**src/bridge_params.svh**
```systemverilog
`ifndef BRIDGE_PARAMS_SVH
`define BRIDGE_PARAMS_SVH

// bus widths
`define BRG_ADDR_W      32
`define BRG_DATA_W      32
`define BRG_ID_W        4
`define BRG_LEN_W       8
`define BRG_STRB_W      4

// client beat count, 1 to 256 beats per burst
`define BRG_BEAT_CNT_W  9

// fixed AXI IDs per cache port
`define BRG_ICACHE_ID   4'd1
`define BRG_DCACHE_ID   4'd0

// fabric assumes word beats and INCR bursts
`define BRG_SIZE_WORD   3'b010
`define BRG_BURST_INCR  2'b01

`endif

```
**src/bridge_pkg.sv**
```systemverilog
`default_nettype none

`include "bridge_params.svh"

package bridge_pkg;

    typedef struct packed {
        logic [`BRG_ADDR_W-1:0]     addr;
        logic [`BRG_BEAT_CNT_W-1:0] cnt;   // beats, 1..256
    } rd_req_t;

    typedef struct packed {
        logic [`BRG_ADDR_W-1:0]     addr;
        logic [`BRG_BEAT_CNT_W-1:0] cnt;
    } wr_req_t;

    typedef struct packed {
        logic [`BRG_DATA_W-1:0] data;
        logic [`BRG_STRB_W-1:0] strb;
    } wr_beat_t;

    typedef struct packed {
        logic [`BRG_DATA_W-1:0] data;
        logic                   last;
    } rd_beat_t;

    typedef struct packed {
        logic [`BRG_ID_W-1:0]   id;
        logic [`BRG_ADDR_W-1:0] addr;
        logic [`BRG_LEN_W-1:0]  len;   // beats minus one
    } axi_ar_t;

    typedef struct packed {
        logic [`BRG_ID_W-1:0]   id;
        logic [`BRG_ADDR_W-1:0] addr;
        logic [`BRG_LEN_W-1:0]  len;
    } axi_aw_t;

    typedef struct packed {
        logic [`BRG_DATA_W-1:0] data;
        logic [`BRG_STRB_W-1:0] strb;
        logic                   last;
    } axi_w_t;

    typedef struct packed {
        logic [`BRG_ID_W-1:0]   id;
        logic [`BRG_DATA_W-1:0] data;
        logic [1:0]             resp;
        logic                   last;
    } axi_r_t;

    typedef enum logic [1:0] {
        ARB_IDLE,
        ARB_ADDR,
        ARB_DATA
    } arb_state_e;

    typedef enum logic [1:0] {
        WR_IDLE,
        WR_ADDR,
        WR_DATA,
        WR_RESP
    } wr_state_e;

endpackage

`default_nettype wire

```
**src/axi_read_arbiter.sv**
```systemverilog
`timescale 1ns/1ns
`default_nettype none

`include "bridge_params.svh"

module axi_read_arbiter
    import bridge_pkg::*;
(
    input  wire logic    aclk_i,
    input  wire logic    arst_n_i,

    // icache read port
    input  wire logic    ic_pending_i,
    input  wire axi_ar_t ic_ar_i,
    output logic         ic_grant_o,
    output logic         ic_r_valid_o,

    // dcache read port
    input  wire logic    dc_pending_i,
    input  wire axi_ar_t dc_ar_i,
    output logic         dc_grant_o,
    output logic         dc_r_valid_o,

    // beat shared by both ports
    output rd_beat_t     r_beat_o,

    // AXI AR and R
    output axi_ar_t      ar_o,
    output logic         arvalid_o,
    input  wire logic    arready_i,
    input  wire axi_r_t  r_i,
    input  wire logic    rvalid_i,
    output logic         rready_o
);

    arb_state_e state_q;
    arb_state_e state_d;
    logic       owner_dc_q;  // burst belongs to the dcache port
    logic       prio_dc_q;   // dcache wins a tie
    logic       pick_dc;
    logic       any_pending;
    logic       r_fire;

    assign any_pending = ic_pending_i | dc_pending_i;
    assign pick_dc     = dc_pending_i & (~ic_pending_i | prio_dc_q);
    assign r_fire      = rready_o & rvalid_i;

    always_comb begin
        state_d = state_q;
        case (state_q)
            ARB_IDLE: begin
                if (any_pending)
                    state_d = ARB_ADDR;
            end
            ARB_ADDR: begin
                if (arready_i)
                    state_d = ARB_DATA;
            end
            ARB_DATA: begin
                if (r_fire && r_i.last)
                    state_d = ARB_IDLE;
            end
            default: state_d = ARB_IDLE;
        endcase
    end

    always_ff @(posedge aclk_i or negedge arst_n_i) begin
        if (!arst_n_i) begin
            state_q    <= ARB_IDLE;
            owner_dc_q <= 1'b0;
            prio_dc_q  <= 1'b0;  // icache first after reset
        end else begin
            state_q <= state_d;
            if (state_q == ARB_IDLE && any_pending)
                owner_dc_q <= pick_dc;  // grant registered here
            if (r_fire && r_i.last)
                prio_dc_q <= ~owner_dc_q;  // other port next time
        end
    end

    // owner's AR payload is stable while it is pending
    assign ar_o      = owner_dc_q ? dc_ar_i : ic_ar_i;
    assign arvalid_o = (state_q == ARB_ADDR);

    assign ic_grant_o = arvalid_o & arready_i & ~owner_dc_q;
    assign dc_grant_o = arvalid_o & arready_i & owner_dc_q;

    // R beats routed to the burst owner in the same cycle
    assign rready_o      = (state_q == ARB_DATA);
    assign ic_r_valid_o  = r_fire & ~owner_dc_q;
    assign dc_r_valid_o  = r_fire & owner_dc_q;
    assign r_beat_o.data = r_i.data;
    assign r_beat_o.last = r_i.last;

endmodule

`default_nettype wire

```
**src/cache_read_port.sv**
```systemverilog
`timescale 1ns/1ns
`default_nettype none

`include "bridge_params.svh"

module cache_read_port
    import bridge_pkg::*;
#(
    parameter logic [`BRG_ID_W-1:0] PORT_ID = '0
) (
    input  wire logic     aclk_i,
    input  wire logic     arst_n_i,

    // cache side
    input  wire logic     req_valid_i,
    output logic          req_ready_o,
    input  wire rd_req_t  req_i,
    output logic          resp_valid_o,
    output rd_beat_t      resp_o,

    // arbiter side
    output logic          ar_pending_o,
    output axi_ar_t       ar_o,
    input  wire logic     ar_grant_i,
    input  wire logic     r_valid_i,
    input  wire rd_beat_t r_beat_i
);

    logic                       busy_q;     // burst in flight
    logic                       pending_q;  // AR not yet taken by the bus
    logic [`BRG_ADDR_W-1:0]     addr_q;
    logic [`BRG_LEN_W-1:0]      len_q;
    logic [`BRG_BEAT_CNT_W-1:0] len_full;
    logic                       req_fire;

    assign req_ready_o = ~busy_q;
    assign req_fire    = req_valid_i & req_ready_o;
    assign len_full    = req_i.cnt - 1'b1;  // AXI len counts from zero

    always_ff @(posedge aclk_i or negedge arst_n_i) begin
        if (!arst_n_i) begin
            busy_q    <= 1'b0;
            pending_q <= 1'b0;
        end else begin
            if (req_fire) begin
                busy_q    <= 1'b1;
                pending_q <= 1'b1;
            end else begin
                if (ar_grant_i)
                    pending_q <= 1'b0;
                if (r_valid_i && r_beat_i.last)
                    busy_q <= 1'b0;  // ready again next cycle
            end
        end
    end

    // request payload, held for the whole burst
    always_ff @(posedge aclk_i) begin
        if (req_fire) begin
            addr_q <= req_i.addr;
            len_q  <= len_full[`BRG_LEN_W-1:0];
        end
    end

    assign ar_pending_o = pending_q;
    assign ar_o.id      = PORT_ID;
    assign ar_o.addr    = addr_q;
    assign ar_o.len     = len_q;

    // beats go straight to the cache, no back-pressure
    assign resp_valid_o = r_valid_i & busy_q;
    assign resp_o       = r_beat_i;

endmodule

`default_nettype wire

```
**src/cpu_axi_bridge.sv**
```systemverilog
`timescale 1ns/1ns
`default_nettype none

`include "bridge_params.svh"

module cpu_axi_bridge
    import bridge_pkg::*;
(
    input  wire logic       aclk_i,
    input  wire logic       arst_n_i,

    // icache refill
    input  wire logic       ic_req_valid_i,
    output logic            ic_req_ready_o,
    input  wire rd_req_t    ic_req_i,
    output logic            ic_resp_valid_o,
    output rd_beat_t        ic_resp_o,

    // dcache refill
    input  wire logic       dc_req_valid_i,
    output logic            dc_req_ready_o,
    input  wire rd_req_t    dc_req_i,
    output logic            dc_resp_valid_o,
    output rd_beat_t        dc_resp_o,

    // dcache write
    input  wire logic       wr_req_valid_i,
    output logic            wr_req_ready_o,
    input  wire wr_req_t    wr_req_i,
    input  wire logic       wdata_valid_i,
    output logic            wdata_ready_o,
    input  wire wr_beat_t   wdata_i,
    output logic            wr_done_o,
    output logic [1:0]      wr_resp_o,

    // AXI master
    output axi_ar_t         ar_o,
    output logic            arvalid_o,
    input  wire logic       arready_i,
    input  wire axi_r_t     r_i,
    input  wire logic       rvalid_i,
    output logic            rready_o,
    output axi_aw_t         aw_o,
    output logic            awvalid_o,
    input  wire logic       awready_i,
    output axi_w_t          w_o,
    output logic            wvalid_o,
    input  wire logic       wready_i,
    input  wire logic       bvalid_i,
    input  wire logic [1:0] bresp_i,
    output logic            bready_o
);

    logic     ic_pending;
    logic     ic_grant;
    logic     ic_r_valid;
    axi_ar_t  ic_ar;
    logic     dc_pending;
    logic     dc_grant;
    logic     dc_r_valid;
    axi_ar_t  dc_ar;
    rd_beat_t r_beat;

    cache_read_port #(.PORT_ID(`BRG_ICACHE_ID)) u_icache_rd (
        .aclk_i       (aclk_i),
        .arst_n_i     (arst_n_i),
        .req_valid_i  (ic_req_valid_i),
        .req_ready_o  (ic_req_ready_o),
        .req_i        (ic_req_i),
        .resp_valid_o (ic_resp_valid_o),
        .resp_o       (ic_resp_o),
        .ar_pending_o (ic_pending),
        .ar_o         (ic_ar),
        .ar_grant_i   (ic_grant),
        .r_valid_i    (ic_r_valid),
        .r_beat_i     (r_beat)
    );

    cache_read_port #(.PORT_ID(`BRG_DCACHE_ID)) u_dcache_rd (
        .aclk_i       (aclk_i),
        .arst_n_i     (arst_n_i),
        .req_valid_i  (dc_req_valid_i),
        .req_ready_o  (dc_req_ready_o),
        .req_i        (dc_req_i),
        .resp_valid_o (dc_resp_valid_o),
        .resp_o       (dc_resp_o),
        .ar_pending_o (dc_pending),
        .ar_o         (dc_ar),
        .ar_grant_i   (dc_grant),
        .r_valid_i    (dc_r_valid),
        .r_beat_i     (r_beat)
    );

    axi_read_arbiter u_rd_arb (
        .aclk_i       (aclk_i),
        .arst_n_i     (arst_n_i),
        .ic_pending_i (ic_pending),
        .ic_ar_i      (ic_ar),
        .ic_grant_o   (ic_grant),
        .ic_r_valid_o (ic_r_valid),
        .dc_pending_i (dc_pending),
        .dc_ar_i      (dc_ar),
        .dc_grant_o   (dc_grant),
        .dc_r_valid_o (dc_r_valid),
        .r_beat_o     (r_beat),
        .ar_o         (ar_o),
        .arvalid_o    (arvalid_o),
        .arready_i    (arready_i),
        .r_i          (r_i),
        .rvalid_i     (rvalid_i),
        .rready_o     (rready_o)
    );

    // only the dcache side writes
    dcache_write_port u_dcache_wr (
        .aclk_i         (aclk_i),
        .arst_n_i       (arst_n_i),
        .wr_req_valid_i (wr_req_valid_i),
        .wr_req_ready_o (wr_req_ready_o),
        .wr_req_i       (wr_req_i),
        .wdata_valid_i  (wdata_valid_i),
        .wdata_ready_o  (wdata_ready_o),
        .wdata_i        (wdata_i),
        .wr_done_o      (wr_done_o),
        .wr_resp_o      (wr_resp_o),
        .aw_o           (aw_o),
        .awvalid_o      (awvalid_o),
        .awready_i      (awready_i),
        .w_o            (w_o),
        .wvalid_o       (wvalid_o),
        .wready_i       (wready_i),
        .bvalid_i       (bvalid_i),
        .bresp_i        (bresp_i),
        .bready_o       (bready_o)
    );

endmodule

`default_nettype wire

```
**src/dcache_write_port.sv**
```systemverilog
`timescale 1ns/1ns
`default_nettype none

`include "bridge_params.svh"

module dcache_write_port
    import bridge_pkg::*;
(
    input  wire logic     aclk_i,
    input  wire logic     arst_n_i,

    // data cache side
    input  wire logic     wr_req_valid_i,
    output logic          wr_req_ready_o,
    input  wire wr_req_t  wr_req_i,
    input  wire logic     wdata_valid_i,
    output logic          wdata_ready_o,
    input  wire wr_beat_t wdata_i,
    output logic          wr_done_o,
    output logic [1:0]    wr_resp_o,

    // AXI write channels
    output axi_aw_t       aw_o,
    output logic          awvalid_o,
    input  wire logic     awready_i,
    output axi_w_t        w_o,
    output logic          wvalid_o,
    input  wire logic     wready_i,
    input  wire logic     bvalid_i,
    input  wire logic [1:0] bresp_i,
    output logic          bready_o
);

    wr_state_e                  state_q;
    wr_state_e                  state_d;
    logic [`BRG_ADDR_W-1:0]     addr_q;
    logic [`BRG_LEN_W-1:0]      len_q;
    logic [`BRG_BEAT_CNT_W-1:0] total_q;  // beats requested
    logic [`BRG_BEAT_CNT_W-1:0] beat_q;   // index of current W beat, from 1
    logic [`BRG_BEAT_CNT_W-1:0] len_full;
    logic                       req_fire;
    logic                       w_fire;
    logic                       w_last;

    assign req_fire = wr_req_valid_i & wr_req_ready_o;
    assign w_fire   = wvalid_o & wready_i;
    assign w_last   = (beat_q == total_q);
    assign len_full = wr_req_i.cnt - 1'b1;

    always_comb begin
        state_d = state_q;
        case (state_q)
            WR_IDLE: begin
                if (req_fire)
                    state_d = WR_ADDR;
            end
            WR_ADDR: begin
                if (awready_i)
                    state_d = WR_DATA;
            end
            WR_DATA: begin
                if (w_fire && w_last)
                    state_d = WR_RESP;
            end
            WR_RESP: begin
                if (bvalid_i)
                    state_d = WR_IDLE;
            end
            default: state_d = WR_IDLE;
        endcase
    end

    always_ff @(posedge aclk_i or negedge arst_n_i) begin
        if (!arst_n_i) begin
            state_q <= WR_IDLE;
            total_q <= '0;
            beat_q  <= '0;
        end else begin
            state_q <= state_d;
            if (req_fire) begin
                total_q <= wr_req_i.cnt;
                beat_q  <= 1;
            end else if (w_fire) begin
                beat_q <= beat_q + 1'b1;
            end
        end
    end

    always_ff @(posedge aclk_i) begin
        if (req_fire) begin
            addr_q <= wr_req_i.addr;
            len_q  <= len_full[`BRG_LEN_W-1:0];
        end
    end

    assign wr_req_ready_o = (state_q == WR_IDLE);

    // AW held until awready
    assign awvalid_o = (state_q == WR_ADDR);
    assign aw_o.id   = `BRG_DCACHE_ID;
    assign aw_o.addr = addr_q;
    assign aw_o.len  = len_q;

    // W passes the client beats through once AW is done
    assign wvalid_o      = (state_q == WR_DATA) & wdata_valid_i;
    assign wdata_ready_o = (state_q == WR_DATA) & wready_i;
    assign w_o.data      = wdata_i.data;
    assign w_o.strb      = wdata_i.strb;
    assign w_o.last      = w_last;

    assign bready_o  = (state_q == WR_RESP);
    assign wr_done_o = bready_o & bvalid_i;  // one cycle, with B
    assign wr_resp_o = bresp_i;

endmodule

`default_nettype wire

```
**config.mk**
```make
export PLATFORM = sky130hd
export DESIGN_NAME = cpu_axi_bridge
export DESIGN_NICKNAME = d
export VERILOG_FILES = /design/src/bridge_pkg.sv /design/src/axi_read_arbiter.sv /design/src/cache_read_port.sv /design/src/cpu_axi_bridge.sv /design/src/dcache_write_port.sv
export VERILOG_INCLUDE_DIRS = /design/src
export SDC_FILE = /design/constraint.sdc
export NUM_CORES = 1
export LEC_CHECK = 0
export BUFFER_PORTS_ARGS = -buffer_cell sky130_fd_sc_hd__buf_2
export CORE_AREA = 2 2 161 163
export DETAILED_ROUTE_END_ITERATION = 10
export DIE_AREA = 0 0 163 165
export PLACE_DENSITY = 0.52
export SLEW_MARGIN = 0
export SYNTH_ARGS = -nofsm -noshare
export SYNTH_HDL_FRONTEND = slang
export SYNTH_SLANG_ARGS = --single-unit
```
**constraint.sdc**
```tcl
create_clock -name aclk_i -period 6.1 [get_ports aclk_i]
set_clock_uncertainty 0.05 [all_clocks]
set_input_delay 1.83 -clock aclk_i [delete_from_list [all_inputs] [get_ports aclk_i]]
set_output_delay 1.83 -clock aclk_i [all_outputs]
set_load 0.1 [all_outputs]
```
== After elaboration in Yosys (flattened, before gate mapping) ==
Cells that the tools add are included.

* Add/sub/neg operators: 4
* Multiply operators: 0
* Div/mod/pow operators: 0
* $lt $le $gt $ge: 0
* Eq/ne operators: 13
* Shift-type cells: 0
* Muxes and demuxes: 20
* Bitwise logic cells: 22
* Reduce and logical (&&, ||, !) cells: 14

{| class="wikitable"
|+ Operator list
! kind !! number
|-
| $mux W41 || 1
|-
| $sub A8 B1 Y8 const B || 3
|-
| $mux W9 || 2
|-
| $and A1 B1 Y1 || 16
|-
| $mux W2 || 7
|-
| $reduce_bool A2 Y1 || 5
|-
| $add A9 B1 Y9 const B || 1
|-
| $eq A9 B9 Y1 || 1
|-
| $mux W1 || 8
|-
| $ne A2 B2 Y1 const B || 4
|-
| $pmux W2 S4 || 1
|-
| $eq A2 B2 Y1 const B || 3
|-
| $ne A2 B1 Y1 const B || 3
|-
| $pmux W2 S3 || 1
|-
| $logic_and A1 B1 Y1 || 5
|-
| $eq A2 B1 Y1 const B || 2
|-
| $logic_not A2 Y1 || 2
|-
| $not A1 Y1 || 4
|-
| $reduce_and A4 Y1 || 1
|-
| $reduce_and A3 Y1 || 1
|-
| $or A1 B1 Y1 || 2
|}

* Register bits after elaboration: 148
* Latch bits: 0
* Bits in writable memories: 0
* Memory bits (read-only): 0
* Output and inout bits: 205
* Logic and storage cells: 89
* Memories kept: 0

== Longest topological paths before layout ==
Gate-level depths: netlist (run 1).

* Word-level depth: 6
* Mapped depth: 7

== Cells and area by module ==
Synthesis (run 1) repeated with hierarchy kept, for this count alone.

* Cell total of the unflattened synthesis: 539
* Area, all modules: 7257.0 um^2

{| class="wikitable"
|+ By module, submodules not included
! module !! instances !! cells an instance !! area an instance (um^2) !! sequential area each (um^2)
|-
| dcache_write_port || 1 || 225 || 2822.7 || 1701.6
|-
| cache_read_port (u_icache_rd) || 1 || 106 || 1720.4 || 1251.2
|-
| cache_read_port (u_dcache_rd) || 1 || 105 || 1716.6 || 1251.2
|-
| axi_read_arbiter || 1 || 103 || 997.2 || 100.1
|}

== Least setup slack after synthesis (run 1) ==
No wires, ideal clock.

* Path kind: register to output
* Start: reg u_rd_arb.state_q[0]
* End: out dc_resp_valid_o
* Arrival: 4114 ps
* Required time: 4220 ps
* Slack: 106 ps
* Stages on the path, launching flop included: 4
* Path buffers: 0
* Cells stage by stage: dfrtp_1 > nor2b_1 > nand2_1 > nor3_1

* Longest elaborated chain between the ends: 4

{| class="wikitable"
|+ RTL lines
! element !! RTL line !! RTL
|-
| start: declaration || axi_read_arbiter.sv:36 || <nowiki>arb_state_e state_q;</nowiki>
|-
| start signal: assignment || axi_read_arbiter.sv:73 || <nowiki>state_q <= state_d;</nowiki>
|-
| $eq A2 B2 Y1 || axi_read_arbiter.sv:89 || <nowiki>assign rready_o = (state_q == ARB_DATA);</nowiki>
|-
| named net rready_o || cpu_axi_bridge.sv:42 || <nowiki>output logic rready_o,</nowiki>
|-
| $and A1 B1 Y1 || axi_read_arbiter.sv:46 || <nowiki>assign r_fire = rready_o & rvalid_i;</nowiki>
|-
| $and A1 B1 Y1 || axi_read_arbiter.sv:91 || <nowiki>assign dc_r_valid_o = r_fire & owner_dc_q;</nowiki>
|-
| $and A1 B1 Y1 || cache_read_port.sv:71 || <nowiki>assign resp_valid_o = r_valid_i & busy_q;</nowiki>
|-
| end: declaration || cpu_axi_bridge.sv:23 || <nowiki>output logic dc_resp_valid_o,</nowiki>
|}

The timed path passes the listed nets, and every way through them passes these cells.

== Final worst setup path (run 1) ==
* Start: in rvalid_i
* End: out ic_resp_valid_o

* Longest elaborated chain between the ends: 3

{| class="wikitable"
|+ RTL lines
! element !! RTL line !! RTL
|-
| start: declaration || cpu_axi_bridge.sv:41 || <nowiki>input wire logic rvalid_i,</nowiki>
|-
| $and A1 B1 Y1 || axi_read_arbiter.sv:46 ||
|-
| $and A1 B1 Y1 || axi_read_arbiter.sv:90 || <nowiki>assign ic_r_valid_o = r_fire & ~owner_dc_q;</nowiki>
|-
| $and A1 B1 Y1 || cache_read_port.sv:71 ||
|-
| end: declaration || cpu_axi_bridge.sv:16 || <nowiki>output logic ic_resp_valid_o,</nowiki>
|}

Every way passes these cells.

==> run_results.csv, run 1 <==
group,metric,value,unit
layout,final_area,8180,um^2
place,dp_hpwl,12100,um
setup_path,ff2ff_setup_slack,3660,ps
flow_run,cap_viol_max_count,0,
routing,firstDrtPassIters,4,
layout,nets,851,
logic_synthesis,synth_cell_type_count,44,
setup_path,cp.depth,4,
logic_synthesis,synth.largest_area_cell,"edfxtp_1",
clock_network,hold_buffers,0,
die,rows,58,
min_path,min_path_cells,1,
routing,viasPerCell,4.10,
setup_path,arrival,2550,ps
sta,hold_viol,0,
layout,final_common_cell,"buf_2",
min_path,hp-start,"u_icache_rd.ar_pending_o",
sta,fmaxAchievable,0.226,GHz
clock_network,cts-resized-gates,0,
place,io_buffers,228,
logic_synthesis,async_flop_share,18.9,%
clock_network,path_clk_slew,70,ps
power_and_ir_drop,peakVddDrop,0.000289,V
clock_network,cts_setup_buffers,0,
grt,grt_pass1_vias,4022,
setup_path,critPathBufInv,2,
min_path,hp-class,"flop to flop",
logic_synthesis,synth_area_leaders,"edfxtp_1 53%, buf_4 12%, dfrtp_1 10%, mux2_1 6.6%, xor2_1 3.3%",
power_and_ir_drop,p_leak,0.00345,uW
clock_network,tritoncts,"built",
logic_synthesis,synth_top_area_share,52.7,%
sta,setup_violations,0,
grt,grt_max_degree,56,
logic_synthesis,synth.cell_area,6840,um^2
clock_network,clock_latency,420,ps
layout,drive_gt1_share,43.5,%
logic_synthesis,yosysSeqAreaShare,62.9,%
logic_synthesis,synthCells,495,
setup_path,rr_worst_depth,4,
setup_path,max_stage_delay,450,ps
layout,layout_common_cells,"228 x buf_2, 120 x edfxtp_1, 40 x nand2_1, 40 x mux2_1, 27 x dfrtp_1",
die,die_y,165,um
setup_path,start_kind,"input port",
sta,tightest_slew,1080,ps
grt,grt_usage,11.5,%
place,placed_cell_area,7560,um^2
setup_path,cp-endpoint,"ic_resp_valid_o",
sta,setup-tns-final,0,ps
clock_network,cts.sinks,148,
setup_path,crit_fanout,2,
setup_path,crit_chain,"buf_2 > nand2_1 > nor3_1 > buf_2",
setup_path,worst_ep_required_time,4220,ps
die,die_area,26900,um^2
status,status,"complete, no violations",
logic_synthesis,synthFlopType,"edfxtp_1",
logic_synthesis,synth_edf_count,120,
setup_path,crit_slowest_cell,"buf_2",
setup_path,crit_top_cell,"buf_2",
place,routabilityCongestion,0.730,
clock_network,cts_buffer_depth,2,
setup_path,r2r_start,"u_dcache_wr.state_q[1]",
routing,routed_wl,16000,um
logic_synthesis,ys_warn_count,0,
setup_path,cp-end-kind,"primary output",
routing,ant_nets,0,
die,ios,416,
routing,drt_iter0_drc,202,
die,die_x,163,um
setup_path,critPathTopFamily,"buffers and inverters",
layout,postLayoutCoreUtil,32.7,%
layout,area_growth,19.5,%
power_and_ir_drop,pwr_density_cell,567,nW/um^2
clock_network,numCtsBuffers,17,
setup_path,r2r-end,"u_dcache_wr.addr_q[26]",
sta,post-route-period-util,72.6,%
clock_network,h-tree-depth,4,
setup_path,critPathKind,"input port to primary output",
setup_path,crit_start,"rvalid_i",
grt,overflow,0,
routing,wl_per_cell,16.4,um
sta,fin_hold_ws,429,ps
die,start_util,27.3,%
grt,antenna_found_initial,1,
grt,grt_pass1_wl,23000,um
sta,rsz0062_at_grt,"false",
routing,route.vias.total,3998,
logic_synthesis,avgSynthCellArea,13.8,um^2
logic_synthesis,synth-seq-cells,148,
clock_network,clockRootBuffer,"clkbuf_16",
sta,fin_crit,4430,ps
sta,drv_slew,0,
sta,relSlewSlack,27.8,%
routing,drc,0,
die,core_area,25000,um^2
worst min path at each step:
stage,end
after floorplan,u_rd_arb.state_q[0]
after global placement,u_rd_arb.state_q[0]
after detailed placement,u_rd_arb.owner_dc_q
after CTS,u_rd_arb.owner_dc_q
after global routing,u_rd_arb.state_q[0]
final,u_rd_arb.owner_dc_q
cell families after synthesis:
family / share of synthesized area [%]
buffers and inverters: 14.1
muxes: 6.88
and+or+nand+nor: 8.73
AOI/OAI and AO/OA: 1.34
other: 0.0548
adders and majority gates: 1.65
DFF: 62.9
xor gates and xnor gates: 4.35
per-layer routing:
metal | vias to the layer above | routed length, um | GRT usage, %
li1 | 1886 | - | -
met2 | 190 | 7840 | 19.4
met1 | 1860 | 6000 | 12.3
met3 | 62 | 1680 | 5.05
met4 | 0 | 509 | 5.87
met5 | - | 0 | 0
final cells by class:
type	instances	area [um^2]
tap	330	413
antenna	1	2.50
timing repair buffer	231	1160
multi-input combinational	212	1600
fill	2528	16900
sequential	148	4310
clock buffer	17	425
clock inverter	15	184
inverter	21	78.8
Yosys cell counts (2+ instances only):
| master | number |
|---|---|
| ha_1 | 9 |
| a21oi_1 | 2 |
| buf_2 | 4 |
| mux2_1 | 40 |
| inv_2 | 2 |
| and3_1 | 2 |
| nand2_1 | 40 |
| mux2i_1 | 2 |
| o21ai_1 | 6 |
| nor4b_1 | 3 |
| nor3_1 | 10 |
| inv_1 | 19 |
| nand3_1 | 3 |
| dfrtp_1 | 28 |
| nor2_1 | 16 |
| xnor2_1 | 8 |
| clkbuf_1 | 3 |
| xor2_1 | 26 |
| nor4_2 | 5 |
| nor2b_1 | 5 |
| and2_1 | 3 |
| edfxtp_1 | 120 |
| nor4_1 | 3 |
| nand4_1 | 4 |
| buf_4 | 112 |
| or4_1 | 2 |
flip-flops by register name, indices dropped and copies added (netlist names):
signal	flops
u_dcache_rd.addr_q	32
u_dcache_rd.ar_pending_o	1
u_dcache_rd.busy_q	1
u_dcache_rd.len_q	8
u_dcache_wr.addr_q	32
u_dcache_wr.beat_q	9
u_dcache_wr.len_q	8
u_dcache_wr.state_q	2
u_dcache_wr.total_q	9
u_icache_rd.addr_q	32
u_icache_rd.ar_pending_o	1
u_icache_rd.busy_q	1
u_icache_rd.len_q	8
u_rd_arb.owner_dc_q	1
u_rd_arb.prio_dc_q	1
u_rd_arb.state_q	2
per-stage QoR:
step | total power [uW] | std cells | setup slack, ps
6_report | 4630 | 975 | 1670
5_1_grt | 4830 | 974 | 1620
4_1_cts | 4690 | 974 | 1660
3_5_place_dp | 3610 | 942 | 1670
3_3_place_gp | 3610 | 942 | 1660
2_1_floorplan | 3570 | 501 | 106
power by group:
part | switching [uW] | internal (uW) | total (uW)
sequential | 124 | 1330 | 1450
clock | 472 | 588 | 1060
combinational | 1760 | 360 | 2120
No activity file was read; power rests on OpenSTA's default activity.
==> inputs of run 2 (changes only) <==
--- a/config.mk
+++ b/config.mk
@@ -6,11 +6,12 @@
 export SDC_FILE = /design/constraint.sdc
 export NUM_CORES = 1
 export LEC_CHECK = 0
+export ABC_AREA = 1
 export BUFFER_PORTS_ARGS = -buffer_cell sky130_fd_sc_hd__buf_2
 export CORE_AREA = 2 2 161 163
 export DETAILED_ROUTE_END_ITERATION = 10
 export DIE_AREA = 0 0 163 165
-export PLACE_DENSITY = 0.52
+export PLACE_DENSITY = 0.54
 export SLEW_MARGIN = 0
 export SYNTH_ARGS = -nofsm -noshare
 export SYNTH_HDL_FRONTEND = slang
==> constraint.sdc (replaced) <==
create_clock -name aclk_i -period 3.9 [get_ports aclk_i]
set_clock_uncertainty 0.05 [all_clocks]
set_input_delay 1.17 -clock aclk_i [delete_from_list [all_inputs] [get_ports aclk_i]]
set_output_delay 1.17 -clock aclk_i [all_outputs]
set_load 0.1 [all_outputs]
==> run_results.csv, run 2 <==
group,metric,value,unit
routing,ant_nets,0,
logic_synthesis,synth-seq-cells,148,
setup_path,worst_ep_required_time,2680,ps
sta,rsz0062_at_grt,"false",
setup_path,start_kind,"flop",
power_and_ir_drop,power_frac_seq,29.2,%
grt,grt_pass1_wl,26100,um
sta,drv_slew,0,
routing,wl_per_cell,16.8,um
layout,largestRegisters,"u_dcache_rd.addr_q x32, u_dcache_wr.addr_q x32, u_icache_rd.addr_q x32",
logic_synthesis,synth_cell_type_count,30,
logic_synthesis,synth_top_area_share,53.2,%
sta,fin_hold_ws,446,ps
logic_synthesis,synth-xor-area-share,3.23,%
layout,final_common_cell,"buf_2",
clock_network,clockRootBuffer,"clkbuf_16",
layout,nets,962,
sta,fmaxAchievable,0.304,GHz
flow_run,cap_viol_max_count,0,
power_and_ir_drop,power_switching,4050,uW
power_and_ir_drop,pwr-share-comb,49.2,%
sta,relSlewSlack,42.8,%
clock_network,hold_buffers,0,
clock_network,numCtsBuffers,17,
die,rows,58,
clock_network,path_clk_slew,70,ps
logic_synthesis,synth_area_leaders,"edfxtp_1 53%, buf_4 12%, dfrtp_1 10%, nand2_1 10%, inv_1 2.1%",
place,dp_cells,1053,
setup_path,cp-end-kind,"primary output",
power_and_ir_drop,pwr_density_cell,923,nW/um^2
grt,antenna_found_initial,5,
power_and_ir_drop,totalPowerFinal,7530,uW
die,die_y,165,um
clock_network,cts_setup_buffers,0,
power_and_ir_drop,p_leak,0.00370,uW
clock_network,cts_buffer_depth,2,
clock_network,cts-resized-gates,0,
die,die_area,26900,um^2
layout,postLayoutCoreUtil,32.6,%
logic_synthesis,synth_compound_area_share,1.90,%
logic_synthesis,avgSynthCellArea,11.2,um^2
place,io_buffers,228,
logic_synthesis,synth_fa_ha_area_share,1.66,%
routing,route.vias.total,4388,
routing,drt_iter0_drc,165,
power_and_ir_drop,sw_frac_of_total,53.8,%
place,routabilityCongestion,0.752,
place,dp_hpwl,13900,um
logic_synthesis,synth.largest_area_cell,"edfxtp_1",
clock_network,cts.sinks,148,
clock_network,h-tree-depth,4,
logic_synthesis,ys_warn_count,0,
layout,final_cell_count_no_fill,1087,
logic_synthesis,synth.cell_area,6770,um^2
clock_network,clock_latency,420,ps
layout,drive_gt1_share,37.0,%
layout,final_area,8150,um^2
place,placed_cell_area,7560,um^2
routing,routed_wl,18300,um
logic_synthesis,synthCells,605,
logic_synthesis,synth.top_cells.by_count,"183 x nand2_1, 120 x edfxtp_1, 112 x buf_4",
power_and_ir_drop,peakVddDrop,0.000694,V
grt,grt_usage,13.6,%
die,start_util,27.1,%
routing,drc,0,
routing,firstDrtPassIters,4,
logic_synthesis,synth_top_family_by_area,"buffers and inverters",
logic_synthesis,async_flop_share,18.9,%
logic_synthesis,synth_simple_gate_area_share,14.2,%
setup_path,arrival,2070,ps
die,die_x,163,um
power_and_ir_drop,p_clk_share,21.6,%
layout,layout_common_cells,"226 x buf_2, 183 x nand2_1, 120 x edfxtp_1, 35 x inv_1, 28 x dfrtp_1",
power_and_ir_drop,internal-power,3470,uW
min_path,hp-class,"flop to flop",
clock_network,tritoncts,"built",
logic_synthesis,synth_edf_count,120,
setup_path,crit_fanout,4,
logic_synthesis,yosysSeqAreaShare,63.6,%
status,status,"complete, no violations",
logic_synthesis,yosysMostFrequentCell,"nand2_1",
sta,fin_crit,3290,ps
grt,grt_max_degree,46,
logic_synthesis,synth.area.mux_share,0,%
sta,setup_violations,0,
logic_synthesis,synthFlopType,"edfxtp_1",
layout,area_growth,20.3,%
sta,post-route-period-util,84.3,%
die,core_area,25000,um^2
sta,hold_viol,0,
layout,fillerInstances,2566,
grt,grt_pass1_vias,4282,
grt,overflow,0,
sta,tightest_slew,853,ps
setup_path,ff2ff_setup_slack,1880,ps
routing,viasPerCell,4.04,
setup_path,critPathKind,"flop to primary output",
die,ios,416,
## run 2: cell count changes in the layout (fill, tap and decap cells not counted), sizes merged, moves of 7 or more
cell and delta:
nor2 +9, mux2 -40, xor2 -14, nor4 -7, o21ai +9, inv +19, nand2 +146
## run 2: path summary, 6_finish.rpt
kind | start | endpoint | depth (start not counted)
worst max-delay path | u_dcache_wr.beat_q[4] | w_o[0] | 4
worst min-delay path | u_rd_arb.prio_dc_q | u_rd_arb.prio_dc_q | 2
worst max register to register | u_dcache_rd.busy_q | u_dcache_rd.addr_q[20] | 4
worst min register to register | u_rd_arb.prio_dc_q | u_rd_arb.prio_dc_q | 2
max in group asynchronous | arst_n_i | u_dcache_rd.busy_q | 1
min in group asynchronous | arst_n_i | u_dcache_wr.total_q[0] | 1
## run 2: power by group through the flow
stage | sequential, uW | clock (uW) | combinational [uW]
2_1_floorplan | 2740 | 0 | 3030
3_3_place_gp | 2230 | 0 | 3740
3_5_place_dp | 2230 | 0 | 3740
4_1_cts | 2200 | 1690 | 3740
5_1_grt | 2230 | 1750 | 3900
6_report | 2200 | 1630 | 3700
## run 2: critical path, cell delays in order (launching register included)
cell and delay (ps):
dfrtp_1 440, xnor2_1 200, nand2_1 90, nor4_1 400, buf_2 520
## run 2: cell families (layout without fill, tap and decap cells)
group,after synthesis,after routing
other,1,9
xor gates and xnor gates,25,25
and+or+nand+nor,234,234
adders and majority gates,9,9
DFF,148,148
buffers and inverters,163,307
AOI/OAI and AO/OA,25,25
## run 2: metal layers
layer  wire [um]  global-route usage, %
met1        6870                   15.4
met2        8530                   21.3
met3        2110                   6.50
met4         767                   7.20
met5           0                      0
## run 2: stage by stage
step / TNS (ps) / setup slack [ps]
2_1_floorplan: -2.24 / -1.12
3_3_place_gp: 0 / 800
3_5_place_dp: 0 / 799
4_1_cts: 0 / 604
5_1_grt: 0 / 578
6_report: 0 / 611
## run 2: area by class of cell
type	instances	area (um^2)	share of cell area, %
well taps	330	413	5.07
repair buffers	235	1240	15.2
diodes	2	5.00	0.0614
clock inverters	14	153	1.87
clock buffers	18	429	5.27
multi-input cells	300	1460	17.9
inverters	40	150	1.84
flip-flops and latches	148	4300	52.8
